$ cat src/hdl/l1d_defines.svh
`ifndef L1D_DEFINES_SVH
`define L1D_DEFINES_SVH

// Byte address and processor word
`define L1D_ADDR_W   16
`define L1D_WORD_W   32

// One block holds four words
`define L1D_BLOCK_W  128

// Cache geometry
`define L1D_WAYS     2
`define L1D_SETS     8

// Address split, top bit down: tag, index, offset
`define L1D_OFFSET_W 4
`define L1D_INDEX_W  3
`define L1D_TAG_W    9

`endif
$ cat src/hdl/l1d_pkg.sv
`default_nettype none

package l1d_pkg;

    `include "l1d_defines.svh"

    typedef enum logic {
        READ,
        WRITE
    } mem_op_e;

    typedef enum logic [2:0] {
        IDLE,
        LOOKUP,
        RESPOND,
        WB_REQ,
        FILL_REQ,
        FILL_WAIT
    } cache_state_e;

    typedef logic [$clog2(`L1D_WAYS)-1:0] way_idx_t;

    typedef struct packed {
        logic [`L1D_ADDR_W-1:0] addr;
        logic [`L1D_WORD_W-1:0] wdata;
        mem_op_e                op;
    } cpu_req_t;

    // Address is always block aligned
    typedef struct packed {
        logic [`L1D_ADDR_W-1:0]  addr;
        logic [`L1D_BLOCK_W-1:0] wdata;
        mem_op_e                 op;
    } mem_req_t;

    typedef struct packed {
        logic                                  hit;
        way_idx_t                              hit_way;
        logic [`L1D_WAYS-1:0]                  valid;
        logic [`L1D_WAYS-1:0]                  dirty;
        logic [`L1D_WAYS-1:0][`L1D_TAG_W-1:0]  tags;
    } lookup_t;

endpackage

`default_nettype wire

$ cat src/hdl/l1d_cache_top.sv
`timescale 1ns/1ps
`default_nettype none

`include "l1d_defines.svh"

module l1d_cache_top import l1d_pkg::*; (
    input  wire                        clk_i,
    input  wire                        rstn_i,

    input  wire                        cpu_req_valid_i,
    input  wire cpu_req_t              cpu_req_i,
    output logic                       cpu_req_ready_o,
    output logic                       cpu_resp_valid_o,
    output logic [`L1D_WORD_W-1:0]     cpu_resp_data_o,
    input  wire                        cpu_resp_ready_i,

    output logic                       mem_req_valid_o,
    output mem_req_t                   mem_req_o,
    input  wire                        mem_req_ready_i,
    input  wire                        mem_resp_valid_i,
    input  wire  [`L1D_BLOCK_W-1:0]    mem_resp_data_i,
    output logic                       mem_resp_ready_o
);

    lookup_t                   lookup;
    way_idx_t                  victim_way;
    way_idx_t                  way;
    logic [`L1D_BLOCK_W-1:0]   blk_rdata;
    logic [`L1D_WORD_W-1:0]    word_rdata;
    logic [`L1D_INDEX_W-1:0]   index;
    logic [`L1D_TAG_W-1:0]     tag;
    logic                      fill_we;
    logic                      word_we;
    logic [`L1D_BLOCK_W-1:0]   fill_data;
    logic [`L1D_WORD_W-1:0]    word_wdata;
    logic [`L1D_OFFSET_W-3:0]  word_sel;
    logic                      advance;

    l1d_ctrl_fsm l1d_ctrl_fsm_i (
        .clk_i            (clk_i),
        .rstn_i           (rstn_i),
        .cpu_req_valid_i  (cpu_req_valid_i),
        .cpu_req_i        (cpu_req_i),
        .cpu_req_ready_o  (cpu_req_ready_o),
        .cpu_resp_valid_o (cpu_resp_valid_o),
        .cpu_resp_data_o  (cpu_resp_data_o),
        .cpu_resp_ready_i (cpu_resp_ready_i),
        .mem_req_valid_o  (mem_req_valid_o),
        .mem_req_o        (mem_req_o),
        .mem_req_ready_i  (mem_req_ready_i),
        .mem_resp_valid_i (mem_resp_valid_i),
        .mem_resp_data_i  (mem_resp_data_i),
        .mem_resp_ready_o (mem_resp_ready_o),
        .lookup_i         (lookup),
        .victim_way_i     (victim_way),
        .blk_rdata_i      (blk_rdata),
        .word_rdata_i     (word_rdata),
        .index_o          (index),
        .way_o            (way),
        .tag_o            (tag),
        .fill_we_o        (fill_we),
        .word_we_o        (word_we),
        .fill_data_o      (fill_data),
        .word_wdata_o     (word_wdata),
        .word_sel_o       (word_sel),
        .advance_o        (advance)
    );

    l1d_tag_store l1d_tag_store_i (
        .clk_i     (clk_i),
        .rstn_i    (rstn_i),
        .index_i   (index),
        .tag_i     (tag),
        .way_i     (way),
        .fill_we_i (fill_we),
        .word_we_i (word_we),
        .lookup_o  (lookup)
    );

    l1d_data_store l1d_data_store_i (
        .clk_i        (clk_i),
        .index_i      (index),
        .way_i        (way),
        .word_sel_i   (word_sel),
        .fill_we_i    (fill_we),
        .fill_data_i  (fill_data),
        .word_we_i    (word_we),
        .word_wdata_i (word_wdata),
        .blk_rdata_o  (blk_rdata),
        .word_rdata_o (word_rdata)
    );

    l1d_victim_sel l1d_victim_sel_i (
        .clk_i        (clk_i),
        .rstn_i       (rstn_i),
        .valid_mask_i (lookup.valid),
        .advance_i    (advance),
        .victim_way_o (victim_way)
    );

endmodule

`default_nettype wire

$ cat src/hdl/l1d_ctrl_fsm.sv
`timescale 1ns/1ps
`default_nettype none

`include "l1d_defines.svh"

module l1d_ctrl_fsm import l1d_pkg::*; (
    input  wire                               clk_i,
    input  wire                               rstn_i,

    input  wire                               cpu_req_valid_i,
    input  wire cpu_req_t                     cpu_req_i,
    output logic                              cpu_req_ready_o,
    output logic                              cpu_resp_valid_o,
    output logic [`L1D_WORD_W-1:0]            cpu_resp_data_o,
    input  wire                               cpu_resp_ready_i,

    output logic                              mem_req_valid_o,
    output mem_req_t                          mem_req_o,
    input  wire                               mem_req_ready_i,
    input  wire                               mem_resp_valid_i,
    input  wire  [`L1D_BLOCK_W-1:0]           mem_resp_data_i,
    output logic                              mem_resp_ready_o,

    input  wire lookup_t                      lookup_i,
    input  wire way_idx_t                     victim_way_i,
    input  wire  [`L1D_BLOCK_W-1:0]           blk_rdata_i,
    input  wire  [`L1D_WORD_W-1:0]            word_rdata_i,

    output logic [`L1D_INDEX_W-1:0]           index_o,
    output way_idx_t                          way_o,
    output logic [`L1D_TAG_W-1:0]             tag_o,
    output logic                              fill_we_o,
    output logic                              word_we_o,
    output logic [`L1D_BLOCK_W-1:0]           fill_data_o,
    output logic [`L1D_WORD_W-1:0]            word_wdata_o,
    output logic [`L1D_OFFSET_W-3:0]          word_sel_o,
    output logic                              advance_o
);

    cache_state_e             state_q;
    cache_state_e             state_d;
    cpu_req_t                 req_q;
    logic [`L1D_WORD_W-1:0]   resp_data_q;
    way_idx_t                 victim_q;

    // Fields of the request in flight
    assign tag_o        = req_q.addr[`L1D_ADDR_W-1 -: `L1D_TAG_W];
    assign index_o      = req_q.addr[`L1D_OFFSET_W +: `L1D_INDEX_W];
    assign word_sel_o   = req_q.addr[2 +: `L1D_OFFSET_W-2];
    assign word_wdata_o = req_q.wdata;
    assign fill_data_o  = mem_resp_data_i;

    // Hit way during lookup, latched victim afterwards
    assign way_o = (state_q != LOOKUP) ? victim_q :
                   (lookup_i.hit ? lookup_i.hit_way : victim_way_i);

    assign cpu_req_ready_o  = (state_q == IDLE);
    assign cpu_resp_valid_o = (state_q == RESPOND);
    assign cpu_resp_data_o  = resp_data_q;
    assign mem_req_valid_o  = (state_q == WB_REQ) || (state_q == FILL_REQ);
    assign mem_resp_ready_o = (state_q == FILL_WAIT);

    always_ff @(posedge clk_i) begin
        if (!rstn_i) begin
            state_q <= IDLE;
        end else begin
            state_q <= state_d;
        end
    end

    always_ff @(posedge clk_i) begin
        if (cpu_req_valid_i && cpu_req_ready_o) begin
            req_q <= cpu_req_i;
        end
        if (state_q == LOOKUP && lookup_i.hit) begin
            // A write answers with the value written
            resp_data_q <= (req_q.op == WRITE) ? req_q.wdata : word_rdata_i;
        end
        if (state_q == LOOKUP && !lookup_i.hit) begin
            victim_q <= victim_way_i;
        end
    end

    always_comb begin
        state_d   = state_q;
        word_we_o = 1'b0;
        fill_we_o = 1'b0;
        advance_o = 1'b0;
        case (state_q)
            IDLE: begin
                if (cpu_req_valid_i) begin
                    state_d = LOOKUP;
                end
            end
            LOOKUP: begin
                if (lookup_i.hit) begin
                    word_we_o = (req_q.op == WRITE);
                    state_d   = RESPOND;
                end else begin
                    advance_o = 1'b1;
                    if (lookup_i.valid[victim_way_i] && lookup_i.dirty[victim_way_i]) begin
                        state_d = WB_REQ;
                    end else begin
                        state_d = FILL_REQ;
                    end
                end
            end
            RESPOND: begin
                if (cpu_resp_ready_i) begin
                    state_d = IDLE;
                end
            end
            WB_REQ: begin
                if (mem_req_ready_i) begin
                    state_d = FILL_REQ;
                end
            end
            FILL_REQ: begin
                if (mem_req_ready_i) begin
                    state_d = FILL_WAIT;
                end
            end
            FILL_WAIT: begin
                // Refilled line is then found by the normal hit path
                if (mem_resp_valid_i) begin
                    fill_we_o = 1'b1;
                    state_d   = LOOKUP;
                end
            end
            default: begin
                state_d = IDLE;
            end
        endcase
    end

    always_comb begin
        mem_req_o.op    = READ;
        mem_req_o.addr  = {tag_o, index_o, {`L1D_OFFSET_W{1'b0}}};
        mem_req_o.wdata = '0;
        if (state_q == WB_REQ) begin
            // Victim block goes back under its own tag
            mem_req_o.op    = WRITE;
            mem_req_o.addr  = {lookup_i.tags[victim_q], index_o, {`L1D_OFFSET_W{1'b0}}};
            mem_req_o.wdata = blk_rdata_i;
        end
    end

endmodule

`default_nettype wire

$ cat src/hdl/l1d_data_store.sv
`timescale 1ns/1ps
`default_nettype none

`include "l1d_defines.svh"

module l1d_data_store import l1d_pkg::*; (
    input  wire                        clk_i,
    input  wire  [`L1D_INDEX_W-1:0]    index_i,
    input  wire way_idx_t              way_i,
    input  wire  [`L1D_OFFSET_W-3:0]   word_sel_i,
    input  wire                        fill_we_i,
    input  wire  [`L1D_BLOCK_W-1:0]    fill_data_i,
    input  wire                        word_we_i,
    input  wire  [`L1D_WORD_W-1:0]     word_wdata_i,
    output logic [`L1D_BLOCK_W-1:0]    blk_rdata_o,
    output logic [`L1D_WORD_W-1:0]     word_rdata_o
);

    logic [`L1D_BLOCK_W-1:0] blk_mem [`L1D_SETS][`L1D_WAYS];

    // Whole block on a fill, else a single word merge
    always_ff @(posedge clk_i) begin
        if (fill_we_i) begin
            blk_mem[index_i][way_i] <= fill_data_i;
        end else if (word_we_i) begin
            blk_mem[index_i][way_i][word_sel_i*`L1D_WORD_W +: `L1D_WORD_W] <= word_wdata_i;
        end
    end

    assign blk_rdata_o  = blk_mem[index_i][way_i];
    assign word_rdata_o = blk_rdata_o[word_sel_i*`L1D_WORD_W +: `L1D_WORD_W];

endmodule

`default_nettype wire

$ cat src/hdl/l1d_tag_store.sv
`timescale 1ns/1ps
`default_nettype none

`include "l1d_defines.svh"

module l1d_tag_store import l1d_pkg::*; (
    input  wire                        clk_i,
    input  wire                        rstn_i,
    input  wire  [`L1D_INDEX_W-1:0]    index_i,
    input  wire  [`L1D_TAG_W-1:0]      tag_i,
    input  wire way_idx_t              way_i,
    input  wire                        fill_we_i,
    input  wire                        word_we_i,
    output lookup_t                    lookup_o
);

    logic [`L1D_TAG_W-1:0] tag_mem [`L1D_SETS][`L1D_WAYS];
    logic [`L1D_WAYS-1:0]  valid_q [`L1D_SETS];
    logic [`L1D_WAYS-1:0]  dirty_q [`L1D_SETS];

    always_ff @(posedge clk_i) begin
        if (fill_we_i) begin
            tag_mem[index_i][way_i] <= tag_i;
        end
    end

    always_ff @(posedge clk_i) begin
        if (!rstn_i) begin
            for (int s = 0; s < `L1D_SETS; s++) begin
                valid_q[s] <= '0;
                dirty_q[s] <= '0;
            end
        end else if (fill_we_i) begin
            // Freshly filled line is clean
            valid_q[index_i][way_i] <= 1'b1;
            dirty_q[index_i][way_i] <= 1'b0;
        end else if (word_we_i) begin
            dirty_q[index_i][way_i] <= 1'b1;
        end
    end

    // Compare against every way of the addressed set
    always_comb begin
        lookup_o       = '0;
        lookup_o.valid = valid_q[index_i];
        lookup_o.dirty = dirty_q[index_i];
        for (int w = 0; w < `L1D_WAYS; w++) begin
            lookup_o.tags[w] = tag_mem[index_i][w];
            if (valid_q[index_i][w] && tag_mem[index_i][w] == tag_i) begin
                lookup_o.hit     = 1'b1;
                lookup_o.hit_way = way_idx_t'(w);
            end
        end
    end

endmodule

`default_nettype wire

$ cat src/hdl/l1d_victim_sel.sv
`timescale 1ns/1ps
`default_nettype none

`include "l1d_defines.svh"

module l1d_victim_sel import l1d_pkg::*; (
    input  wire                        clk_i,
    input  wire                        rstn_i,
    input  wire  [`L1D_WAYS-1:0]       valid_mask_i,
    input  wire                        advance_i,
    output way_idx_t                   victim_way_o
);

    way_idx_t rr_q;

    // Round-robin eviction counter, one step per fill
    always_ff @(posedge clk_i) begin
        if (!rstn_i) begin
            rr_q <= '0;
        end else if (advance_i) begin
            rr_q <= (rr_q == way_idx_t'(`L1D_WAYS-1)) ? '0 : rr_q + 1'b1;
        end
    end

    // Lowest invalid way wins over the counter
    always_comb begin
        victim_way_o = rr_q;
        for (int w = `L1D_WAYS-1; w >= 0; w--) begin
            if (!valid_mask_i[w]) begin
                victim_way_o = way_idx_t'(w);
            end
        end
    end

endmodule

`default_nettype wire

$ cat config.mk
export PLATFORM = sky130hd
export DESIGN_NAME = l1d_cache_top
export DESIGN_NICKNAME = d
export VERILOG_FILES = /design/src/hdl/l1d_pkg.sv /design/src/hdl/l1d_cache_top.sv /design/src/hdl/l1d_ctrl_fsm.sv /design/src/hdl/l1d_data_store.sv /design/src/hdl/l1d_tag_store.sv /design/src/hdl/l1d_victim_sel.sv
export VERILOG_INCLUDE_DIRS = /design/src /design/src/hdl
export SDC_FILE = /design/constraint.sdc
export NUM_CORES = 2
export LEC_CHECK = 0
export ABC_CLOCK_PERIOD_IN_PS = 4800
export CAP_MARGIN = 20
export CORE_UTILIZATION = 50
export CTS_CLUSTER_DIAMETER = 150
export DETAILED_ROUTE_END_ITERATION = 6
export DONT_BUFFER_PORTS = 1
export PLACE_DENSITY = 0.72
export SYNTH_ARGS = -nofsm -noshare
export SYNTH_HDL_FRONTEND = slang
export SYNTH_SLANG_ARGS = --single-unit
$ cat constraint.sdc
create_clock -name clk_i -period 4.8 [get_ports clk_i]
set_input_delay 1.2 -clock clk_i [delete_from_list [all_inputs] [get_ports clk_i]]
set_output_delay 1.2 -clock clk_i [all_outputs]
set_load 0.005 [all_outputs]
==> metrics.md <==
| Metric | Value |
|---|---|
| Gp weighted congestion | `0.886` |
| Mapped Avg Cell Area | `~18 um2` |
| Busiest grt layer | `met2` |
| Synthesized area | `94100 um2` |
| Slew margin rel. | `13.1%` |
| R2R Path End | `l1d_ctrl_fsm_i.cpu_resp_data_o[26]` |
| Top-Level Pins | `about 360` |
| Initial Utilization | `approximately 50%` |
| Kind of end point of the critical path | `output port` |
| Die ar. | `190000 um2` |
| Core area | `186000 um2` |
| Hold path cells | `0` |
| Post-synthesis register bit count | `around 2300` |
| Pre-antenna DRT Iters | `7` |
| CP top delay family | `simple AND/OR/NAND/NOR gates` |
| Total of warnings raised by yosys | `0` |
| Final worst-path cycle share | `123%` |
| Violation count after the first detailed-route iteration | `between 7000 and 8000` |
| Synth area leader | `edfxtp_1` |
| CP startpoint kind | `flop` |
| Power Dens Cells | `451 nW/um2` |
| FF-to-FF path depth | `23` |
| Most frequent CP cell | `buf_12` |
| Violated checks | `setup timing` |
| Post-synth top flop | `edfxtp_1` |
| Async SR Flop Fraction | `0%` |
| Total GRT Usage | `around 30%` |
| Hold Fails Final Rpt | `0` |
| Share of layout cells above drive strength 1 | `approximately 33%` |
| Top cells by count, synth | `edfxtp_1 (2288), mux4_2 (541), nand2_1 (503)` |
| CTS sink cnt | `2311` |
| Fillers | `12896` |
| VDD IR max | `around 450 uV` |
| Max Buffers Root-to-Sink | `3` |
| WP buf/inv | `5` |
| Critical path's slowest cell | `mux4_2` |
| Most common cell in the netlist | `edfxtp_1` |
| Unrepaired setup endpoints after global routing | `true` |
| Setup TNS Final | `-128380 ps` |
| Count of cell types in the netlist | `between 50 and 60` |
| Largest net degree at the start of global routing | `151` |
| Vias per cell | `6.46` |
| Global-route track usage on met1 | `36.9%` |
| Hold Crit Start | `cpu_req_i[22]` |
| Grt total ovfl | `0` |
| Die span in y | `about 440 um` |
| Kind of critical path | `reg2out` |
| DR WL/cell | `34.4 um` |
| Horiz. Die Dim | `about 440 um` |
| Crit-path max cell delay | `560 ps` |
| Status | `finished, violations left` |
| Area Overhead vs Synth | `19.8%` |
| H-tree levels | `4` |
| Drt total wl | `between 200000 and 300000 um` |
| Final Slew Violations | `0` |
| Vias in the first global route | `about 54000` |
| Final ANT Viol Nets | `0` |
| Port bufs | `0` |
| First-pass GRT wire length | `401000 um` |
| CP cell instances | `mux4_2 -> mux2i_4 -> xnor2_2 -> or4_4 -> or3_4 -> a31oi_4 -> buf_12 -> buf_16 -> buf_12 -> clkbuf_16 -> a21oi_1 -> a32oi_1 -> buf_4 -> and2_4` |
| Hold WC Path Type | `in2reg` |
| Hold worst-path end | `l1d_ctrl_fsm_i.word_wdata_o[21]` |
| Final worst slack | `-1110 ps` |
| Yosys top cell area share | `73.0%` |
| Final setup viols | `~130` |
| CTS tree | `done` |
| Initial antenna violation count | `22` |
| Clock-pin transition on the worst setup and hold timing paths | `60 ps` |
| Dpl hpwl | `~180000 um` |
| R2R setup slack | `-120 ps` |
| Root Buffer Master | `clkbuf_16` |
| Leak | `37.0 nW` |
| CTS Buf Count | `221` |
| Multi-input logic area | `roughly 25000 um2` |
| DRC Markers | `0` |
| Post-placement worst setup slack | `-390 ps` |
| Area contributors post-synth | `edfxtp_1 (73%), mux4_2 (13%), nand2_1 (2.0%), o21ai_0 (2.0%), and2_1 (1.1%)` |
| Met3 usage | `8.17%` |
| Routing usage on met2 | `46.5%` |
| NumNets Final | `5947` |
| Post-synth EDFFs | `approximately 2300` |
| Crit path DAT | `approximately 4700 ps` |
| Final min period | `5910 ps` |
| Via count | `54753` |
| Max cap viols | `0` |
| Seq/Total Area, Yosys | `between 70% and 80%` |
| Slew @ Worst Pin | `1300 ps` |
| F_max | `~0.17 GHz` |
| Clock Latency Late Sink | `between 900 and 1000 ps` |
| Cell count after synthesis | `5164` |
| CP max FO | `7` |
| CP required | `roughly 3600 ps` |
| Total area of sequential cells | `69200 um2` |
| Rows | `158` |
| Post-Route Skew | `105 ps` |
## placed cells by master (no fill, tap or decap), types with 15 or more instances in the layout
master	instances
nor2_1	101
mux2_2	35
bufinv_16	18
o21ai_1	46
a21oi_1	29
mux4_2	543
o21a_1	15
buf_4	505
clkbuf_16	230
and2_1	78
clkinv_1	55
o22ai_1	43
a311oi_2	20
nor2b_1	121
buf_6	40
a32oi_1	24
inv_1	39
and2_4	85
a311oi_1	40
o221a_4	15
buf_12	148
nor3_1	20
dfxtp_1	20
o32a_1	45
a21o_1	65
o21ai_0	333
buf_16	24
edfxtp_1	2288
diode_2	37
nand2_1	488
clkinv_2	44
clkbuf_1	50
nor3_2	25
nor2_4	67
a211oi_1	29
## layer usage
| metal | wire, um | vias up | share of wire, % |
|---|---|---|---|
| met4 | 23600 | 12 | 8.1 |
| met2 | 137000 | 3735 | 47 |
| li1 | - | 21993 | - |
| met3 | 34800 | 719 | 12 |
| met1 | 96200 | 28294 | 33 |
| met5 | 75 | - | 0.026 |
## worst max-delay path by stage
stage	start	endpoint	slack [ps]	cells past startpoint
after floorplan	flop	l1d_data_store_i.blk_mem[0][32]	-260	15
after global placement	flop	mem_req_o[69]	-370	15
after detailed placement	flop	mem_req_o[65]	-390	15
after CTS	flop	mem_req_o[126]	-1080	14
after global routing	flop	mem_req_o[70]	-1210	16
final	flop	mem_req_o[98]	-1110	14
## registers in the layout, indices dropped and copies added, names as in the netlist, 9 cells and up, named ones only
| signal | cells |
|---|---|
| l1d_data_store_i.blk_mem | 2048 |
| l1d_tag_store_i.tag_mem | 144 |
| l1d_ctrl_fsm_i.cpu_resp_data_o | 32 |
| l1d_ctrl_fsm_i.word_wdata_o | 32 |
| l1d_tag_store_i.dirty_q | 16 |
| l1d_tag_store_i.valid_q | 16 |
| l1d_ctrl_fsm_i.tag_o | 9 |
## worst register-to-register path, cell delays in order, from the launching register on
cell,delay (ps)
dfxtp_4,430
buf_6,130
buf_12,110
buf_6,140
mux4_2,300
mux2i_1,150
buf_4,140
xor2_1,200
nand3_2,150
o31ai_2,300
buf_4,170
a31oi_4,90
buf_12,190
buf_16,160
buf_12,130
clkbuf_16,160
buf_16,140
and2_4,130
o32a_1,330
buf_4,150
buf_4,120
buf_4,140
o22ai_1,410
nor3_2,240
## logic make-up after synthesis
| logic type | after synthesis | synth area share, % |
|---|---|---|
| AO/OA/AOI/OAI | 776 | 5.52 |
| XOR/XNOR | 12 | 0.112 |
| adder cells (fa/ha/maj) | 5 | 0.0665 |
| buffers and inverters | 408 | 1.88 |
| flip-flops | 2311 | 73.5 |
| multiplexers | 593 | 13.6 |
| other | 1 | 0.00398 |
| AND/OR/NAND/NOR | 1058 | 5.33 |
## per-stage QoR
step	instance area [um2]	util [%]	instances	hold slack, ps	power [mW]
after CTS	112000	60.0	8399	360	50.2
after floorplan	94100	-	5167	435	27.8
after detailed placement	103000	55.1	7895	448	32.0
after global routing	113000	60.5	8456	366	51.9
final	113000	60.5	8470	390	50.9
after global placement	103000	55.1	7894	443	31.9
## area by class of cell
class | count | area share, %
Antenna cell | 37 | 0.0821
Sequential cell | 2311 | 61.4
Clock inverter | 143 | 1.28
Inverter | 42 | 0.145
Multi-Input combinational cell | 2448 | 21.9
Clock buffer | 274 | 5.11
Tap cell | 2480 | 2.75
Timing Repair Buffer | 735 | 7.34
## what timing repair did
| item | 4_1_cts | 5_1_grt |
|---|---|---|
| gates resized for setup | 215 | 168 |
| endpoints found under the hold margin | 0 | 0 |
| pin swaps | 83 | 46 |
| buffers inserted | 70 | 29 |
| gates cloned | 17 | 9 |
| hold buffers | 0 | 0 |
| setup endpoints to repair | 1293 | 725 |
## power breakdown
group / switching [mW] / internal (mW) / total [mW]
clock: 7.78 / 9.56 / 17.3
combinational: 5.96 / 4.94 / 10.9
sequential: 0.262 / 22.4 / 22.6
Power figures use the tool's default switching activity.
